**src/rv_isa_pkg.sv**
```systemverilog
`default_nettype none

package rv_isa_pkg;

    localparam int xlen       = 64;                // Register and pc width
    localparam int ilen       = 32;                // Instruction word
    localparam int reg_count  = 32;                // Architectural integer registers
    localparam int reg_idx_w  = $clog2(reg_count); // Register index, 5 bits
    localparam int opcode_w   = 7;
    localparam int funct3_w   = 3;
    localparam int csr_addr_w = 12;

    // Major opcodes of the supported subset
    localparam logic [opcode_w-1:0] op_lui    = 7'b0110111;
    localparam logic [opcode_w-1:0] op_op_imm = 7'b0010011;
    localparam logic [opcode_w-1:0] op_load   = 7'b0000011;
    localparam logic [opcode_w-1:0] op_store  = 7'b0100011;
    localparam logic [opcode_w-1:0] op_system = 7'b1110011;

    localparam logic [funct3_w-1:0] funct3_addi  = 3'b000;
    localparam logic [funct3_w-1:0] funct3_ld    = 3'b011; // Doubleword
    localparam logic [funct3_w-1:0] funct3_sd    = 3'b011;
    localparam logic [funct3_w-1:0] funct3_csrrw = 3'b001;

    localparam logic [ilen-1:0] mret_word = 32'h3020_0073; // Whole word compare
    localparam logic [ilen-1:0] nop_word  = 32'h0000_0013; // addi x0, x0, 0

    // Machine mode CSRs
    localparam logic [csr_addr_w-1:0] csr_mstatus = 12'h300;
    localparam logic [csr_addr_w-1:0] csr_mie     = 12'h304;
    localparam logic [csr_addr_w-1:0] csr_mtvec   = 12'h305;
    localparam logic [csr_addr_w-1:0] csr_mepc    = 12'h341;
    localparam logic [csr_addr_w-1:0] csr_mcause  = 12'h342;

    localparam int mstatus_mie_bit  = 3;
    localparam int mstatus_mpie_bit = 7;
    localparam int mie_meie_bit     = 11; // Machine external interrupt enable

    localparam logic [xlen-1:0] mcause_ext_irq = {1'b1, 63'd11}; // Interrupt flag, code 11

    // Execute results seen by the pc sequencer and the trap controller
    typedef struct packed {
        logic                  stall;     // Hold pc, load in progress
        logic                  mret;
        logic                  csr_we;
        logic [csr_addr_w-1:0] csr_addr;
        logic [xlen-1:0]       csr_wdata;
    } exec_ctl_t;

    typedef struct packed {
        logic            take;      // Interrupt taken this cycle
        logic [xlen-1:0] target;    // mtvec on a take, mepc on an mret
        logic [xlen-1:0] csr_rdata;
    } trap_ctl_t;

endpackage

`default_nettype wire
```
**src/fetch_stage.sv**
```systemverilog
`timescale 1ns/10ps
`default_nettype none

module fetch_stage
    import rv_isa_pkg::*;
(
    input  wire             clk,
    input  wire             reset,
    input  wire [ilen-1:0]  instruction, // Word at the current pc
    input  wire             bubble,
    output logic [ilen-1:0] ir,
    output logic            heartbeat
);

    logic [ilen-1:0] ir_q; // Word fetched in the previous cycle

    always_ff @(posedge clk or negedge reset) begin
        if (!reset) begin
            ir_q      <= nop_word; // Execute starts on a harmless NOP
            heartbeat <= 1'b0;
        end else begin
            ir_q      <= instruction;
            heartbeat <= ~heartbeat; // Liveness toggle
        end
    end

    // During a bubble ir_q holds the word fetched in the redirect cycle,
    // execute sees a NOP in its place while the target word is being fetched
    assign ir = bubble ? nop_word : ir_q;

endmodule

`default_nettype wire

```
**config.mk**
```make
export PLATFORM = sky130hd
export DESIGN_NAME = fetch_stage
export DESIGN_NICKNAME = d
export VERILOG_FILES = /design/src/rv_isa_pkg.sv /design/src/fetch_stage.sv
export SDC_FILE = /design/constraint.sdc
export NUM_CORES = 1
export LEC_CHECK = 0
export ABC_CLOCK_PERIOD_IN_PS = 2600
export BUFFER_PORTS_ARGS = -buffer_cell sky130_fd_sc_hd__buf_2
export CORE_MARGIN = 2
export CORE_UTILIZATION = 43
export DETAILED_ROUTE_END_ITERATION = 10
export GPL_ROUTABILITY_DRIVEN = 1
export PLACE_DENSITY = 0.81
export RECOVER_POWER = 50
export SYNTH_ARGS = -nofsm -noshare
export SYNTH_HDL_FRONTEND = slang
export SYNTH_SLANG_ARGS = --single-unit
```
**constraint.sdc**
```tcl
create_clock -name clk -period 2.6 [get_ports clk]
set_clock_uncertainty 0.2 [all_clocks]
set_input_delay 0.39 -clock clk [delete_from_list [all_inputs] [get_ports clk]]
set_output_delay 0.39 -clock clk [all_outputs]
set_load 0.03 [all_outputs]
```
==> flow_summary_export.csv <==
group,metric,value,unit
clocking,cts.hold.buffers_added,33,
cells_and_area,antenna_cells,0,
floorplanning,io_pins,68,
logic_synthesis,synthMuxAreaShare,0,%
cells_and_area,area_delta_synth_final,69.2,%
logic_synthesis,synthMostInstantiatedCell,"dfrtp_1",
placed_design,dp_worst_setup_slack,0.826,ns
floorplanning,fp-row-count,17,
setup_path,reg2reg_to,"heartbeat",
sta,hold_violations,0,
logic_synthesis,synth_compound_area_share,0,%
clocking,numClockSinks,33,
clocking,cts_buffers,5,
setup_path,critPathBufInv,2,
setup_path,arrival,1.18,ns
setup_path,path_cells,"buf_2 > or2_1 > buf_2",
pwr,ir_worst_vdd,0.000492,V
global_routing,grt_pass1_wl,3930,µm
setup_path,slowest_delay,0.40,ns
logic_synthesis,synth_top_family_by_area,"simple AND/OR/NAND/NOR gates",
setup_path,endpoint,"ir[4]",
sta,drv_slew,0,
floorplanning,start_util,46.3,%
logic_synthesis,syn_area,1050,µm²
floorplanning,dieArea,2860,µm²
clocking,postCtsSetupRepairBufs,0,
clocking,cts_buffer_depth,2,
sta,finalSetupTns,0,ns
run_status,outcome,"completed",
sta,slew_headroom,55.1,%
global_routing,grt_overflow,0,
clocking,cts_root_buf,"clkbuf_4",
global_routing,first_global_vias,876,
sta,period_needed,1.77,ns
logic_synthesis,async_flop_share,100,%
logic_synthesis,synth_xor_area_share,0,%
setup_path,cp_data_required_time,2.01,ns
floorplanning,fp.dieW,53.5,µm
floorplanning,core_area,2280,µm²
route,dr.pass1.iters,4,
sta,tightest_slew,0.673,ns
setup_path,startpoint_type,"input pin",
pwr,p_per_area,550,nW/µm²
route,wl_per_cell,12.7,µm
logic_synthesis,synth_fa_ha_area_share,0,%
setup_path,r2r_start,"heartbeat",
setup_path,worstRegToRegCells,1,
sta,fin_ws,0.835,ns
logic_synthesis,yosys.area.top_type,"dfrtp_1",
setup_path,rrSetupSlack,1.91,ns
sta,setup_viol,0,
global_routing,grtUsageTotal,21.1,%
logic_synthesis,synthSimpleGateAreaFrac,19.0,%
cells_and_area,final_nets,208,
logic_synthesis,synthTopCellsByArea,"dfrtp_1 (71%), nor2b_1 (17%), dfstp_2 (7.5%)",
floorplanning,die_h,53.5,µm
setup_path,crit_cells,3,
route,vias,860,
sta,post-route-period-util,67.9,%
setup_path,path_delay_family,"buffers and inverters",
setup_path,startpoint,"bubble",
logic_synthesis,ys_seq_elements,33,
cells_and_area,nFillCells,157,
logic_synthesis,syn_nets,104,
min_path,hp-class,"flip-flop to flip-flop",
placed_design,hpwlAfterDp,1300,µm
logic_synthesis,syn_inst,69,
route,viasPerCell,4.26,
cells_and_area,multiInputGateArea,200,µm²
flow_run,maxCapViolCount,0,
setup_path,critPathSlowestCell,"buf_2",
global_routing,antenna_found_initial,0,
logic_synthesis,syn_area_per_cell,15.3,µm²
placed_design,routabilityCongestion,0.601,
clocking,post_cts_resized,0,
clocking,clock_latency,0.32,ns
sta,rsz0062_at_grt,"no",
setup_path,cp_max_fo,32,
setup_path,path_common_cell,"buf_2",
clocking,h-tree-depth,2,
route,postRouteAntennaNets,0,
logic_synthesis,synth_edf_count,0,
cells_and_area,seq_area,830,µm²
logic_synthesis,synth_top_area_share,71.2,%
setup_path,crit_type,"input pin to primary output",
cells_and_area,drive_gt1_share,43.7,%
logic_synthesis,synthTopCellsByCount,"dfrtp_1 (30), nor2b_1 (29), dfstp_2 (3), or2_1 (3), buf_2 (2)",
placed_design,io_buffers,67,
pwr,p_leak,0.909,nW
logic_synthesis,synth.distinct_cells,7,
global_routing,grt_max_degree,34,
route,post-route-drc-count,0,
clocking,tritoncts,"built",
setup_path,cp-end-kind,"primary output",
logic_synthesis,yosysWarningCount,0,
clocking,clk_pin_slew,0.10,ns
route,wl,2570,µm
route,drtIter0Drc,16,
logic_synthesis,synth_top_flop_cell,"dfrtp_1",
logic_synthesis,ys_seq_area_share,78.6,%
sta,fmax,567,MHz
-- report_power, final --
group	internal (mW)	switching, mW
registers	0.539	0.00484
clock network	0.103	0.156
logic	0.0792	0.0983
-- sequential cells by signal, summed over array words and instances (netlist names) --
register and cells:
heartbeat 1, ir_q 32
-- metal layers --
layer	part of all wire (%)	up-vias	routed length, µm	track usage, %
li1	-	412	-	-
met1	32	401	830	19.5
met2	59	43	1510	39.7
met3	7.4	4	189	6.78
met4	1.4	0	36	12.0
met5	0	-	0	0
-- placed cells by master, fill, tap and decap left out --
cell type / synthesis / layout
buf_2: 2 / 66
dlygate4sd3_1: 0 / 33
dfrtp_1: 30 / 30
nor2b_1: 29 / 29
clkbuf_4: 0 / 5
or2_1: 3 / 3
dfstp_2: 3 / 3
clkinv_2: 0 / 2
clkbuf_1: 0 / 2
inv_1: 1 / 1
-- through the flow --
step / power [mW] / area, µm² / hold slack (ns) / utilization, % / std cells
floorplan: 0.632 / 1050 / -0.106 / - / 69
global placement: 0.689 / 1400 / 0.200 / 61.7 / 161
detailed placement: 0.692 / 1400 / 0.211 / 61.7 / 161
CTS: 0.986 / 1790 / 0.225 / 78.4 / 202
global route: 1.04 / 1780 / 0.251 / 78.4 / 202
finish: 0.981 / 1780 / 0.223 / 78.4 / 202
-- logic make-up (layout without fill, tap and decap cells) --
logic type	Yosys count	count (layout)
flip-flops	33	33
AND/OR/NAND/NOR	32	32
buffers and inverters	4	109
-- worst min path at each step --
stage               startpoint   endpoint  slack (ns)  cells past startpoint
global placement     heartbeat  heartbeat        0.20                      1
finish               heartbeat  heartbeat        0.22                      1
detailed placement   heartbeat  heartbeat        0.21                      1
global route         heartbeat  heartbeat        0.25                      1
CTS                  heartbeat  heartbeat        0.22                      1
floorplan                reset  heartbeat       -0.11                      0
-- cell type report --
cell class                 count  area share, %
sequential                    33           46.5
timing repair buffer         100           37.2
multi-input combinational     32           11.2
clock buffer                   6           2.31
tap                           28           1.96
clock inverter                 2          0.561
inverter                       1          0.210
(Power assumes the default switching activity.)
