--- src/soc_map_pkg.sv ---
`default_nettype none

package soc_map_pkg;

    localparam int bus_w = 64; // Address and data width of the data bus

    // Memory map
    localparam logic [bus_w-1:0] ram_base = 64'h0000_0000_0000_1000; // Reset pc
    localparam logic [bus_w-1:0] key_base = 64'h0000_0000_2000_0000; // Key input device
    localparam logic [bus_w-1:0] art_base = 64'h0000_0000_3000_0000; // Character output device

    // Data bus request
    // Strobes last one cycle, read data returns on the following cycle
    typedef struct packed {
        logic [bus_w-1:0] address;
        logic [bus_w-1:0] write_data;
        logic             write_enable;
        logic             read_enable;
    } bus_req_t;

endpackage

`default_nettype wire

--- src/rv_isa_pkg.sv ---
`default_nettype none

package rv_isa_pkg;

    localparam int xlen       = 64;                // Register and pc width
    localparam int ilen       = 32;                // Instruction word
    localparam int reg_count  = 32;                // Architectural integer registers
    localparam int reg_idx_w  = $clog2(reg_count); // Register index, 5 bits
    localparam int opcode_w   = 7;
    localparam int funct3_w   = 3;
    localparam int csr_addr_w = 12;

    // Major opcodes of the supported subset
    localparam logic [opcode_w-1:0] op_lui    = 7'b0110111;
    localparam logic [opcode_w-1:0] op_op_imm = 7'b0010011;
    localparam logic [opcode_w-1:0] op_load   = 7'b0000011;
    localparam logic [opcode_w-1:0] op_store  = 7'b0100011;
    localparam logic [opcode_w-1:0] op_system = 7'b1110011;

    localparam logic [funct3_w-1:0] funct3_addi  = 3'b000;
    localparam logic [funct3_w-1:0] funct3_ld    = 3'b011; // Doubleword
    localparam logic [funct3_w-1:0] funct3_sd    = 3'b011;
    localparam logic [funct3_w-1:0] funct3_csrrw = 3'b001;

    localparam logic [ilen-1:0] mret_word = 32'h3020_0073; // Whole word compare
    localparam logic [ilen-1:0] nop_word  = 32'h0000_0013; // addi x0, x0, 0

    // Machine mode CSRs
    localparam logic [csr_addr_w-1:0] csr_mstatus = 12'h300;
    localparam logic [csr_addr_w-1:0] csr_mie     = 12'h304;
    localparam logic [csr_addr_w-1:0] csr_mtvec   = 12'h305;
    localparam logic [csr_addr_w-1:0] csr_mepc    = 12'h341;
    localparam logic [csr_addr_w-1:0] csr_mcause  = 12'h342;

    localparam int mstatus_mie_bit  = 3;
    localparam int mstatus_mpie_bit = 7;
    localparam int mie_meie_bit     = 11; // Machine external interrupt enable

    localparam logic [xlen-1:0] mcause_ext_irq = {1'b1, 63'd11}; // Interrupt flag, code 11

    // Execute results seen by the pc sequencer and the trap controller
    typedef struct packed {
        logic                  stall;     // Hold pc, load in progress
        logic                  mret;
        logic                  csr_we;
        logic [csr_addr_w-1:0] csr_addr;
        logic [xlen-1:0]       csr_wdata;
    } exec_ctl_t;

    typedef struct packed {
        logic            take;      // Interrupt taken this cycle
        logic [xlen-1:0] target;    // mtvec on a take, mepc on an mret
        logic [xlen-1:0] csr_rdata;
    } trap_ctl_t;

endpackage

`default_nettype wire
--- src/pc_sequencer.sv ---
`timescale 1ns/10ps
`default_nettype none

module pc_sequencer
    import rv_isa_pkg::*;
    import soc_map_pkg::*;
(
    input  wire             clk,
    input  wire             reset,
    input  wire exec_ctl_t  exec_ctl,
    input  wire trap_ctl_t  trap_ctl,
    output logic [xlen-1:0] pc,
    output logic            bubble   // Flush flag for the word fetched in a redirect cycle
);

    logic            redirect;
    logic [xlen-1:0] pc_next;

    // Take beats mret, trap_ctrl already chose mtvec over mepc for the target
    assign redirect = trap_ctl.take | exec_ctl.mret;

    always_comb begin
        if (redirect) begin
            pc_next = trap_ctl.target;
        end else if (exec_ctl.stall) begin
            pc_next = pc;               // Load in progress
        end else begin
            pc_next = pc + xlen'(4);
        end
    end

    always_ff @(posedge clk or negedge reset) begin
        if (!reset) begin
            pc     <= ram_base;
            bubble <= 1'b0;
        end else begin
            pc     <= pc_next;          // Redirect lands on the next edge
            bubble <= redirect;         // High for exactly one cycle
        end
    end

endmodule

`default_nettype wire

--- config.mk ---
export PLATFORM = sky130hd
export DESIGN_NAME = pc_sequencer
export DESIGN_NICKNAME = d
export VERILOG_FILES = /design/src/soc_map_pkg.sv /design/src/rv_isa_pkg.sv /design/src/pc_sequencer.sv
export SDC_FILE = /design/constraint.sdc
export NUM_CORES = 1
export LEC_CHECK = 0
export BUFFER_PORTS_ARGS = -buffer_cell sky130_fd_sc_hd__buf_2
export CAP_MARGIN = 20
export CORE_AREA = 2 2 107 109
export DETAILED_ROUTE_END_ITERATION = 10
export DIE_AREA = 0 0 109 111
export GPL_TIMING_DRIVEN = 0
export PLACE_DENSITY = 0.72
export SLEW_MARGIN = 30
export SYNTH_ARGS = -nofsm -noshare
export SYNTH_HDL_FRONTEND = slang
export SYNTH_SLANG_ARGS = --single-unit
--- constraint.sdc ---
create_clock -name clk -period 4.42 [get_ports clk]
set_clock_uncertainty 0.2 [all_clocks]
set_input_delay 0.221 -clock clk [delete_from_list [all_inputs] [get_ports clk]]
set_output_delay 0.221 -clock clk [all_outputs]
set_load 0.05 [all_outputs]
==> flow_metrics.tcl <==
set metrics [dict create \
    fin_crit_sh_pct 63.1 \
    dp_hpwl_mm 10.0 \
    ys_warn_count 0 \
    drt_iter0_drc 372 \
    vias_per_cell 5.52 \
    synth_ff_type "dfrtp_1" \
    drive_above_1_share_pct 22.8 \
    fmax_mhz 358 \
    critPathRequiredTime_ps 4470 \
    syn-num-nets 691 \
    synth.distinct_cells 40 \
    worstHoldPathCells 3 \
    postRouteAntennaNets 0 \
    worstPathMaxFanout 10 \
    nets 900 \
    start_util_pct 36.2 \
    die_y_um 111 \
    power_density_nw_per_um2 323 \
    worst_skew_pair.late_latency_ps 330 \
    grt_max_degree 38 \
    critPathKind "reg2reg" \
    start_kind "flop" \
    yosysMostFrequentCell "nand2_1" \
    ys_async_sr_fraction_pct 100 \
    p_leak_nw 2.44 \
    cts_tree "yes" \
    coreArea_um2 11100 \
    grt_pass1_vias 4394 \
    cp.arrival_ps 2840 \
    rsz0062_at_grt "false" \
    place_ws_ps 1680 \
    ios 275 \
    worstMarginPinSlew_ps 775 \
    syn2layout_area_growth_pct 44.5 \
    drc 0 \
    buffer_ports.inserted 133 \
    status "completed" \
    netlist_top_cells_area "dfrtp_1 (40%), nand2_1 (8.2%), o21ai_0 (6.0%)" \
    worst_slack_ps 1630 \
    syn_area_um2 4010 \
    ff2ff_path_depth 7 \
    tns_ps 0 \
    root_buffer "clkbuf_16" \
    endpoint_kind "flop" \
    antenna_found_initial 0 \
    hold_class "in2reg" \
    grt_usage_pct 22.8 \
    ir_drop_mv 0.154 \
    gp_congestion 0.926 \
    synth.largest_area_cell "dfrtp_1" \
    synth_edf_count 0 \
    synth_commonest_cells "nand2_1 (87), dfrtp_1 (64), o21ai_0 (48), nand4_1 (33), xnor2_1 (26)" \
    post_synth.cell_area_avg_um2 8.34 \
    clock-sinks 65 \
    vias 4617 \
    path_clk_slew_ps 60 \
    min_period_ps 2790 \
    drt-pass1-iter-count 8 \
    die_area_um2 12100 \
    ys_seq_elements 65 \
    die_x_um 109 \
    clockBufferDepth 2 \
    synth_seq_area_share_pct 40.6 \
    max_slew_margin_pct 48.0 \
    hold_viol 0 \
    wl_per_cell_um 16.4 \
    cap_violations 0 \
    fillers 1025 \
    cts_buffers 9 \
    diodes 0 \
    htree_levels 3 \
    grt_overflow 0 \
    setup_viol 0 \
    row_count 39 \
    netlist_instances 480 \
    synth_top_area_share_pct 40.0 \
    grt_pass1_wl_mm 21.7 \
    drv_slew 0 \
    postRouteWirelength_mm 13.7 \
]
==> cell type report <==
class | count | area [µm²] | share of cell area (%)
Timing Repair Buffer | 198 | 1330 | 23.0
Sequential cell | 65 | 1630 | 28.1
Clock inverter | 1 | 5.00 | 0.0865
Buffer | 30 | 129 | 2.23
Tap cell | 143 | 179 | 3.09
Clock buffer | 15 | 268 | 4.63
Multi-Input combinational cell | 377 | 2220 | 38.3
Inverter | 8 | 30.0 | 0.519
==> through the flow <==
step           hold slack (ps)  cell area, µm²  std cells  util [%]  power (W)
2_1_floorplan             -275            4010        480         -    0.00102
3_3_place_gp               222            4850        756      43.8    0.00116
3_5_place_dp             -25.4            4870        757      44.0    0.00117
4_1_cts                   8.13            5790        837      52.2    0.00188
5_1_grt                   21.4            5790        837      52.2    0.00195
6_report                  12.8            5790        837      52.2    0.00187
==> critical path, cell delays in order (launching register included) <==
cell and delay (ps):
dfrtp_1 370, buf_4 180, and2_1 130, clkbuf_1 180, nand2_1 280, or4_1 670
or4_1 540, a31oi_1 170
==> layout by cell type, fill, tap and decap left out, types with 2 or more instances in the layout <==
cell             n
mux2i_1          5
xor2_1          14
o31ai_1          4
and4_1          13
or4_1           12
nand3_1         19
xnor2_1         26
nand3b_1         2
and3_1           8
and4b_1          3
inv_1            8
o21ai_0         48
nor2_1          23
clkbuf_16        9
buf_2          135
clkbuf_8         2
dlygate4sd3_1   64
clkbuf_1        26
nor4_1          16
buf_4            4
a31oi_1         15
nor3_1          13
dfrtp_1         64
nand4_1         33
a21oi_1          3
a211o_1          2
nand2_1         87
or3_1           13
and2_1           7
==> kinds of logic (layout without fill, tap and decap cells) <==
logic type / after synthesis / after routing / synth area share (%)
buffers and inverters: 38 / 252 / 3.97
adders and majority gates: 1 / 1 / 0.312
and+or+nand+nor: 256 / 256 / 34.6
AOI/OAI and AO/OA: 74 / 74 / 10.2
DFF: 65 / 65 / 40.6
xor gates and xnor gates: 40 / 40 / 8.75
muxes: 6 / 6 / 1.53
==> timing repair <==
item	CTS	global route
setup buffers	0	0
resized for setup	0	0
hold endpoints to repair	100	0
hold buffers	64	0
==> layer usage <==
layer,vias to the layer above,global-route usage (%),part of all wire [%],wire length (µm)
met5,-,0,0,0
li1,2173,-,-,-
met2,234,38.1,49,6680
met1,2192,29.7,42,5770
met3,18,3.82,7.8,1070
met4,0,7.26,1.5,201
==> path summary, 6_finish.rpt <==
path | end | startpoint | slack [ps]
worst max-delay path | pc[53] | pc[18] | 1630
worst min-delay path | pc[43] | trap_ctl[107] | 10
worst max register to register | pc[53] | pc[18] | 1630
worst min register to register | pc[1] | pc[1] | 260
max in group asynchronous | pc[11] | reset | 3300
min in group asynchronous | pc[1] | reset | 170
==> registers in the layout, indices dropped and copies added (netlist names) <==
name,flops
pc,64
bubble,1
==> power by group <==
part | leakage, nW | switching (W) | internal [W]
clock network | 0.134 | 0.000248 | 0.000410
registers | 0.764 | 0.0000772 | 0.000647
logic | 1.54 | 0.000327 | 0.000158
Note: power is estimated with default switching activity, not from simulation.
