## src/rv_isa_pkg.sv

```systemverilog
`default_nettype none

package rv_isa_pkg;

    localparam int xlen       = 64;                // Register and pc width
    localparam int ilen       = 32;                // Instruction word
    localparam int reg_count  = 32;                // Architectural integer registers
    localparam int reg_idx_w  = $clog2(reg_count); // Register index, 5 bits
    localparam int opcode_w   = 7;
    localparam int funct3_w   = 3;
    localparam int csr_addr_w = 12;

    // Major opcodes of the supported subset
    localparam logic [opcode_w-1:0] op_lui    = 7'b0110111;
    localparam logic [opcode_w-1:0] op_op_imm = 7'b0010011;
    localparam logic [opcode_w-1:0] op_load   = 7'b0000011;
    localparam logic [opcode_w-1:0] op_store  = 7'b0100011;
    localparam logic [opcode_w-1:0] op_system = 7'b1110011;

    localparam logic [funct3_w-1:0] funct3_addi  = 3'b000;
    localparam logic [funct3_w-1:0] funct3_ld    = 3'b011; // Doubleword
    localparam logic [funct3_w-1:0] funct3_sd    = 3'b011;
    localparam logic [funct3_w-1:0] funct3_csrrw = 3'b001;

    localparam logic [ilen-1:0] mret_word = 32'h3020_0073; // Whole word compare
    localparam logic [ilen-1:0] nop_word  = 32'h0000_0013; // addi x0, x0, 0

    // Machine mode CSRs
    localparam logic [csr_addr_w-1:0] csr_mstatus = 12'h300;
    localparam logic [csr_addr_w-1:0] csr_mie     = 12'h304;
    localparam logic [csr_addr_w-1:0] csr_mtvec   = 12'h305;
    localparam logic [csr_addr_w-1:0] csr_mepc    = 12'h341;
    localparam logic [csr_addr_w-1:0] csr_mcause  = 12'h342;

    localparam int mstatus_mie_bit  = 3;
    localparam int mstatus_mpie_bit = 7;
    localparam int mie_meie_bit     = 11; // Machine external interrupt enable

    localparam logic [xlen-1:0] mcause_ext_irq = {1'b1, 63'd11}; // Interrupt flag, code 11

    // Execute results seen by the pc sequencer and the trap controller
    typedef struct packed {
        logic                  stall;     // Hold pc, load in progress
        logic                  mret;
        logic                  csr_we;
        logic [csr_addr_w-1:0] csr_addr;
        logic [xlen-1:0]       csr_wdata;
    } exec_ctl_t;

    typedef struct packed {
        logic            take;      // Interrupt taken this cycle
        logic [xlen-1:0] target;    // mtvec on a take, mepc on an mret
        logic [xlen-1:0] csr_rdata;
    } trap_ctl_t;

endpackage

`default_nettype wire
```

## src/trap_ctrl.sv

```systemverilog
`timescale 1ns/10ps
`default_nettype none

module trap_ctrl
    import rv_isa_pkg::*;
(
    input  wire             clk,
    input  wire             reset,
    input  wire [xlen-1:0]  pc,       // Fetch pc, one word ahead of execute
    input  wire             bubble,
    input  wire             irq,      // Level sensitive external interrupt
    input  wire exec_ctl_t  exec_ctl,
    output trap_ctl_t       trap_ctl,
    output logic            irq_ack
);

    logic [xlen-1:0] mstatus;
    logic [xlen-1:0] mie;
    logic [xlen-1:0] mtvec;
    logic [xlen-1:0] mepc;
    logic [xlen-1:0] mcause;
    logic            pending; // Handler running, cleared by mret
    logic            take;
    logic [xlen-1:0] rdata;

    // No take while a bubble or a load holds execute
    assign take = irq & mstatus[mstatus_mie_bit] & mie[mie_meie_bit] & ~pending
                  & ~bubble & ~exec_ctl.stall;

    always_comb begin
        case (exec_ctl.csr_addr)
            csr_mstatus: rdata = mstatus;
            csr_mie:     rdata = mie;
            csr_mtvec:   rdata = mtvec;
            csr_mepc:    rdata = mepc;
            csr_mcause:  rdata = mcause;
            default:     rdata = '0; // Unimplemented CSRs read as zero
        endcase
    end

    always_comb begin
        trap_ctl.take      = take;
        trap_ctl.target    = take ? {mtvec[xlen-1:2], 2'b00} : mepc; // Direct mode only
        trap_ctl.csr_rdata = rdata;
    end

    always_ff @(posedge clk or negedge reset) begin
        if (!reset) begin
            mstatus <= '0;
            mie     <= '0;
            mtvec   <= '0;
            mepc    <= '0;
            mcause  <= '0;
            pending <= 1'b0;
            irq_ack <= 1'b0;
        end else begin
            irq_ack <= take; // Single pulse, pending blocks a repeat
            if (take) begin
                mepc    <= pc - xlen'(4); // pc of the suppressed instruction
                mcause  <= mcause_ext_irq;
                mstatus[mstatus_mpie_bit] <= mstatus[mstatus_mie_bit];
                mstatus[mstatus_mie_bit]  <= 1'b0;
                pending <= 1'b1;
            end else if (exec_ctl.mret) begin
                mstatus[mstatus_mie_bit]  <= mstatus[mstatus_mpie_bit];
                mstatus[mstatus_mpie_bit] <= 1'b1;
                pending <= 1'b0;
            end else if (exec_ctl.csr_we) begin
                case (exec_ctl.csr_addr)
                    csr_mstatus: mstatus <= exec_ctl.csr_wdata;
                    csr_mie:     mie     <= exec_ctl.csr_wdata;
                    csr_mtvec:   mtvec   <= exec_ctl.csr_wdata;
                    csr_mepc:    mepc    <= exec_ctl.csr_wdata;
                    csr_mcause:  mcause  <= exec_ctl.csr_wdata;
                    default:     ;        // Writes elsewhere are dropped
                endcase
            end
        end
    end

endmodule

`default_nettype wire

```

## config.mk

```make
export PLATFORM = sky130hd
export DESIGN_NAME = trap_ctrl
export DESIGN_NICKNAME = d
export VERILOG_FILES = /design/src/rv_isa_pkg.sv /design/src/trap_ctrl.sv
export SDC_FILE = /design/constraint.sdc
export NUM_CORES = 1
export LEC_CHECK = 0
export ABC_CLOCK_PERIOD_IN_PS = 9900
export BUFFER_PORTS_ARGS = -buffer_cell sky130_fd_sc_hd__clkbuf_2
export CAP_MARGIN = 20
export CORE_ASPECT_RATIO = 0.9
export CORE_MARGIN = 10
export CORE_UTILIZATION = 35
export DETAILED_ROUTE_END_ITERATION = 10
export PLACE_DENSITY = 0.65
export SLEW_MARGIN = 15
export SYNTH_ARGS = -nofsm -noshare
export SYNTH_HDL_FRONTEND = slang
export SYNTH_SLANG_ARGS = --single-unit
```

## constraint.sdc

```tcl
create_clock -name clk -period 9.9 [get_ports clk]
set_input_delay 2.97 -clock clk [delete_from_list [all_inputs] [get_ports clk]]
set_output_delay 2.97 -clock clk [all_outputs]
set_load 0.03 [all_outputs]
```

==> results.toml, run 1 <==
[floorplan]
start_util = 0.354
fp.dieArea_sq_um = 54900
fp.dieH_um = 223
ioPinCount = 277
core_sq_um = 45400
core.rowCount = 74
die_x_um = 246

[global_routing]
gr-total-overflow = 0
top_usage_layer = "met2"
gr-usage-met2 = 0.300
grt_pass1_vias = 13900
grtUsageMet1 = 0.252
grt_antenna_before_repair = 8
track_usage = 0.190
grt_max_degree = 150
grt_pass1_wl_um = 83200
grt_use_met3 = 0.0414

[synthesis]
ys_warn_count = 0
yosys.area.top_type = "dfrtp_1"
synth.avg_cell_area_sq_um = 10.8
synth_area_leaders = "dfrtp_1 (50%), mux2_2 (13%), nand2_1 (6.8%)"
synth_area_sq_um = 16100
synth_edf_count = 0
ys_seq_elements = 322
synth_top_area_frac = 0.501
ys_seq_area_frac = 0.501
synth.distinct_cells = 52
synth_nets = 1630
async_flop_share = 1.00
ys.flop_type = "dfrtp_1"
synthCells = 1482

[sta]
fin_ws_ps = 1460
drv_slew = 0
final_hold_viol_count = 0
rsz0062_at_grt = "no"
period_needed_ps = 8440
tns_ps = 0
fin_skew_ps = 13.4
post-route-period-util = 0.853
fmax_mhz = 118
tightest_slew_ps = 1160
setup_viol = 0
slew_headroom = 0.226
timing.hold.ws_ps = 491

[power]
combPwrFrac = 0.047
power_density_nw_per_um2 = 145
ir_drop_mv = 0.0881
pwr-share-clk = 0.475
p_seq_frac = 0.478
intPower_uw = 2140
power.leakage_uw = 0.00949
sw_frac_of_total = 0.230
switchingPower_uw = 639
power_uw = 2770

[clocking]
tritoncts.num_buffers = 37
clockRootBuffer = "clkbuf_16"
cts.path.max_buffers = 3
clk_pin_slew_ps = 60
cts-htree-levels = 2
holdBufCountCts = 0
cts_tree = "done"
clk_latency_ps = 530
cts-resized-gates = 0
post_cts_buffers = 0
clkSinkCount = 322

[cells_and_area]
multi_input_area_sq_um = 7550
area_growth_syn_to_layout_pct = 18.8
final_common_cell = "dfrtp_1"
layout-drive-gt1-share = 0.324
nFillCells = 4367
nets = 1849
final_core_util = 0.421
final_cell_mix = "dfrtp_1 (322), nand2_1 (291), clkbuf_2 (275)"
seq_area_sq_um = 8060

[flow_run]
cap_violations = 0

[detailed_routing]
drtAntennaViolNets = 0
route.vias.total = 13200
drtPass1Iterations = 9
totalWireLength_um = 53000
drc_errors = 0
avgRoutedWirePerCell_um = 22.7
avgViaCountPerCell = 5.65
drt_iter0_drc = 1295

[critical_path]
worst-path-buf-inv = 3
path_class = "primary input to output port"
startpoint = "exec_ctl[75]"
r2r-start = "mie[11]$_DFFE_PN0P_"
crit_slowest_cell = "buf_4"
endpoint_kind = "output port"
r2r_setup_slack_ps = 6790
cp_max_fo = 65
slowest_delay_ps = 750
crit_chain = "clkbuf_2 -> or2_1 -> or4b_1 -> nor3_2 -> buf_4 -> a222oi_1 -> nand2_1 -> clkbuf_2"
required_ps = 6930
crit_arrival_ps = 5470
cp_common_cell = "clkbuf_2"
start_kind = "primary input"
cpLargestDelayFamily = "simple AND/OR/NAND/NOR gates"

[placed_design]
portBuffers = 276
place_hpwl_um = 34500
preCtsSetupSlack_ps = 1570
gp_congestion = 0.818

[worst_hold_path]
hp-start = "mie[59]$_DFFE_PN0P_"
hp-class = "flop to flop"

[status]
status = "complete, no violations"
==> sequential cells by signal, indices dropped and copies added (netlist names) <==
name / count
mcause: 64
mepc: 64
mie: 64
mstatus: 64
mtvec: 64
irq_ack: 1
pending: 1
==> through the flow <==
stage	area, sq um	std cells
finish	19100	2337
global route	19100	2335
CTS	19100	2331
detailed placement	18000	2270
global placement	18000	2270
floorplan	16100	1482
==> per-layer routing <==
metal / share of wire / wire (um)
met4: 0.027 / 1450
met3: 0.072 / 3820
met2: 0.46 / 24500
met5: 0 / 0
met1: 0.44 / 23200
==> synthesized netlist by cell type (all sizes together) (20+ instances only) <==
library cell	n
a211oi	41
a21oi	42
a222oi	64
a22o	60
a22oi	65
buf	42
clkbuf	72
dfrtp	322
mux2	190
mux2i	24
nand2	291
nor2	25
nor2b	42
nor4	20
o21ai	24
xnor2	22
xor2	33
==> final timing paths <==
kind / to / cells past startpoint
worst max-delay path: trap_ctl[47] / 8
worst min-delay path: mie[59]$_DFFE_PN0P_ / 1
worst max register to register: mie[21]$_DFFE_PN0P_ / 4
worst min register to register: mie[59]$_DFFE_PN0P_ / 1
max in group asynchronous: mie[0]$_DFFE_PN0P_ / 2
min in group asynchronous: mstatus[13]$_DFFE_PN0P_ / 1
==> logic make-up after synthesis <==
group | synth area share
AOI/OAI and AO/OA | 0.148
xor gates and xnor gates | 0.0300
adders and majority gates | 0.000778
buffers and inverters | 0.0335
DFF | 0.501
muxes | 0.148
and+or+nand+nor | 0.139
==> final cells by class <==
type                            instances  share of cell area
Clock buffer                           49              0.0534
Multi-Input combinational cell       1040               0.395
Inverter                                6             0.00144
Clock inverter                         12             0.00622
Sequential cell                       322               0.422
Tap cell                              608              0.0398
Antenna cell                            6            0.000786
Timing Repair Buffer                  294              0.0812
==> worst register-to-register path: cells and delay by family, from the launching register on <==
family                 cells  cell delay (ps)
AND/OR/NAND/NOR            2             1260
multiplexers               1              490
buffers and inverters      1              780
flip-flops                 1              450
==> power by group through the flow <==
stage                     sequential [uW]  clock (uW)  combinational, uW
after floorplan                      1350           0               32.6
after global placement               1350           0                129
after detailed placement             1350           0                131
after CTS                            1320        1350                132
after global routing                 1320        1410                145
final                                1330        1320                131
Power figures use the tool's default switching activity.
==> run 2, diff against run 1 <==
ABC_CLOCK_PERIOD_IN_PS = 9450   (was 9900)
PLACE_DENSITY = unset   (was 0.65)
clock period = 9.45 ns   (was 9.9 ns; I/O delays follow)
==> run 2 against run 1 <==
Effect of this change:
- hold slack worse by 4.0 ps
- sequential share of layout area down 0.89 points
- setup slack better by 150 ps
- critical path type unchanged
- critical path depth unchanged
- clock-buffer cell count up 5
- final cell count up 0.34%
- non-clock buffer count up 5
==> results.toml, run 2 (same netlist as run 1, synthesis figures left out) <==
[power]
power.leakage_uw = 0.00967
power_uw = 3160
ir_drop_mv = 0.112
power_density_nw_per_um2 = 162

[global_routing]
grt_max_degree = 158
grt_antenna_before_repair = 5
grt_pass1_vias = 13800
gr-total-overflow = 0
grt_pass1_wl_um = 83900
track_usage = 0.192

[sta]
fmax_mhz = 127
rsz0062_at_grt = "no"
tightest_slew_ps = 1050
period_needed_ps = 7840
post-route-period-util = 0.830
drv_slew = 0
fin_skew_ps = 26.7
tns_ps = 0
slew_headroom = 0.301
setup_viol = 0
timing.hold.ws_ps = 487
final_hold_viol_count = 0

[detailed_routing]
drtAntennaViolNets = 0
avgViaCountPerCell = 5.58
drtPass1Iterations = 6
route.met3.wl_um = 3490
route.vias.total = 13100
wl_met1_um = 24000
avgRoutedWirePerCell_um = 22.8
top_layer = "met5"
drc_errors = 0
met2_length_um = 24900
totalWireLength_um = 53500
drt_iter0_drc = 1129

[critical_path]
crit_arrival_ps = 5010
r2r_setup_slack_ps = 6280
crit_slowest_cell = "or4b_1"
cp_max_fo = 65
cpLargestDelayFamily = "simple AND/OR/NAND/NOR gates"
path_class = "primary input to output port"
start_kind = "primary input"
cp_common_cell = "clkbuf_2"
worst-path-buf-inv = 3
startpoint = "exec_ctl[75]"
slowest_delay_ps = 570
required_ps = 6620
reg2reg_to = "mcause[16]$_DFFE_PN0P_"
r2r-start = "mie[11]$_DFFE_PN0P_"
ff2ff_path_depth = 5
endpoint_kind = "output port"
crit_chain = "clkbuf_2 -> or2_1 -> or4b_1 -> nor4_2 -> buf_12 -> a222oi_1 -> nand2_1 -> clkbuf_2"

[worst_hold_path]
holdPathStages = 1
holdPathEnd = "mie[35]$_DFFE_PN0P_"
hp-start = "mie[35]$_DFFE_PN0P_"
hp-class = "flop to flop"

[clocking]
clk_latency_ps = 560
clk_pin_slew_ps = 60
post_cts_buffers = 0
tritoncts.num_buffers = 38
cts-htree-levels = 2
cts_tree = "done"
clkSinkCount = 322
clockRootBuffer = "clkbuf_16"
holdBufCountCts = 0
cts-resized-gates = 0
cts.path.max_buffers = 3

[placed_design]
place_hpwl_um = 34600
gp_congestion = 0.775
portBuffers = 276

[floorplan]
fp.dieArea_sq_um = 54900
core_sq_um = 45400
core.rowCount = 74
ioPinCount = 277
start_util = 0.354
fp.dieH_um = 223
die_x_um = 246

[cells_and_area]
final_cell_mix = "dfrtp_1 (322), nand2_1 (291), clkbuf_2 (275)"
nets = 1855
final_common_cell = "dfrtp_1"
layout-drive-gt1-share = 0.327
area_growth_syn_to_layout_pct = 21.4

[flow_run]
cap_violations = 0

[status]
status = "complete, no violations"
==> run 2: cell types whose count changed in the layout (fill, tap and decap cells not counted), sizes merged <==
cell      change
inv           +1
clkinvlp      -2
clkbuf        +5
diode         -4
clkinv        -3
buf           +5
bufinv        +6
==> run 2: per-layer routing <==
layer / vias to the layer above / global-route usage
met5: - / 0
met4: 4 / 0.0543
met3: 76 / 0.0377
met2: 443 / 0.307
met1: 6668 / 0.259
li1: 5899 / -
==> run 2: worst max path at each step <==
stage,to,slack (ps),cells past startpoint
floorplan,trap_ctl[18],1870,7
global placement,trap_ctl[60],1630,8
detailed placement,trap_ctl[60],1590,8
CTS,trap_ctl[60],1590,8
global route,trap_ctl[13],1570,8
finish,trap_ctl[60],1610,8
==> run 2: area by class of cell <==
class / count / area, sq um
multi-input combinational: 1040 / 7550
timing repair buffer: 299 / 1720
antenna: 2 / 5.00
clock inverter: 14 / 278
tap: 608 / 761
inverter: 6 / 27.5
fill: 4338 / 25800
sequential: 322 / 8060
clock buffer: 54 / 1110
==> run 2: stage by stage <==
| stage | std cells | util | worst slack, ps | cell area (sq um) |
|---|---|---|---|---|
| global placement | 2270 | 0.397 | 1630 | 18000 |
| detailed placement | 2272 | 0.398 | 1590 | 18100 |
| global route | 2345 | 0.430 | 1570 | 19500 |
| floorplan | 1482 | - | 1870 | 16100 |
| CTS | 2340 | 0.429 | 1590 | 19500 |
| finish | 2345 | 0.430 | 1610 | 19500 |
==> run 2: power breakdown <==
part	internal, uW	switching [uW]
clock network	1040	598
registers	1380	3.79
logic	42.6	94.0
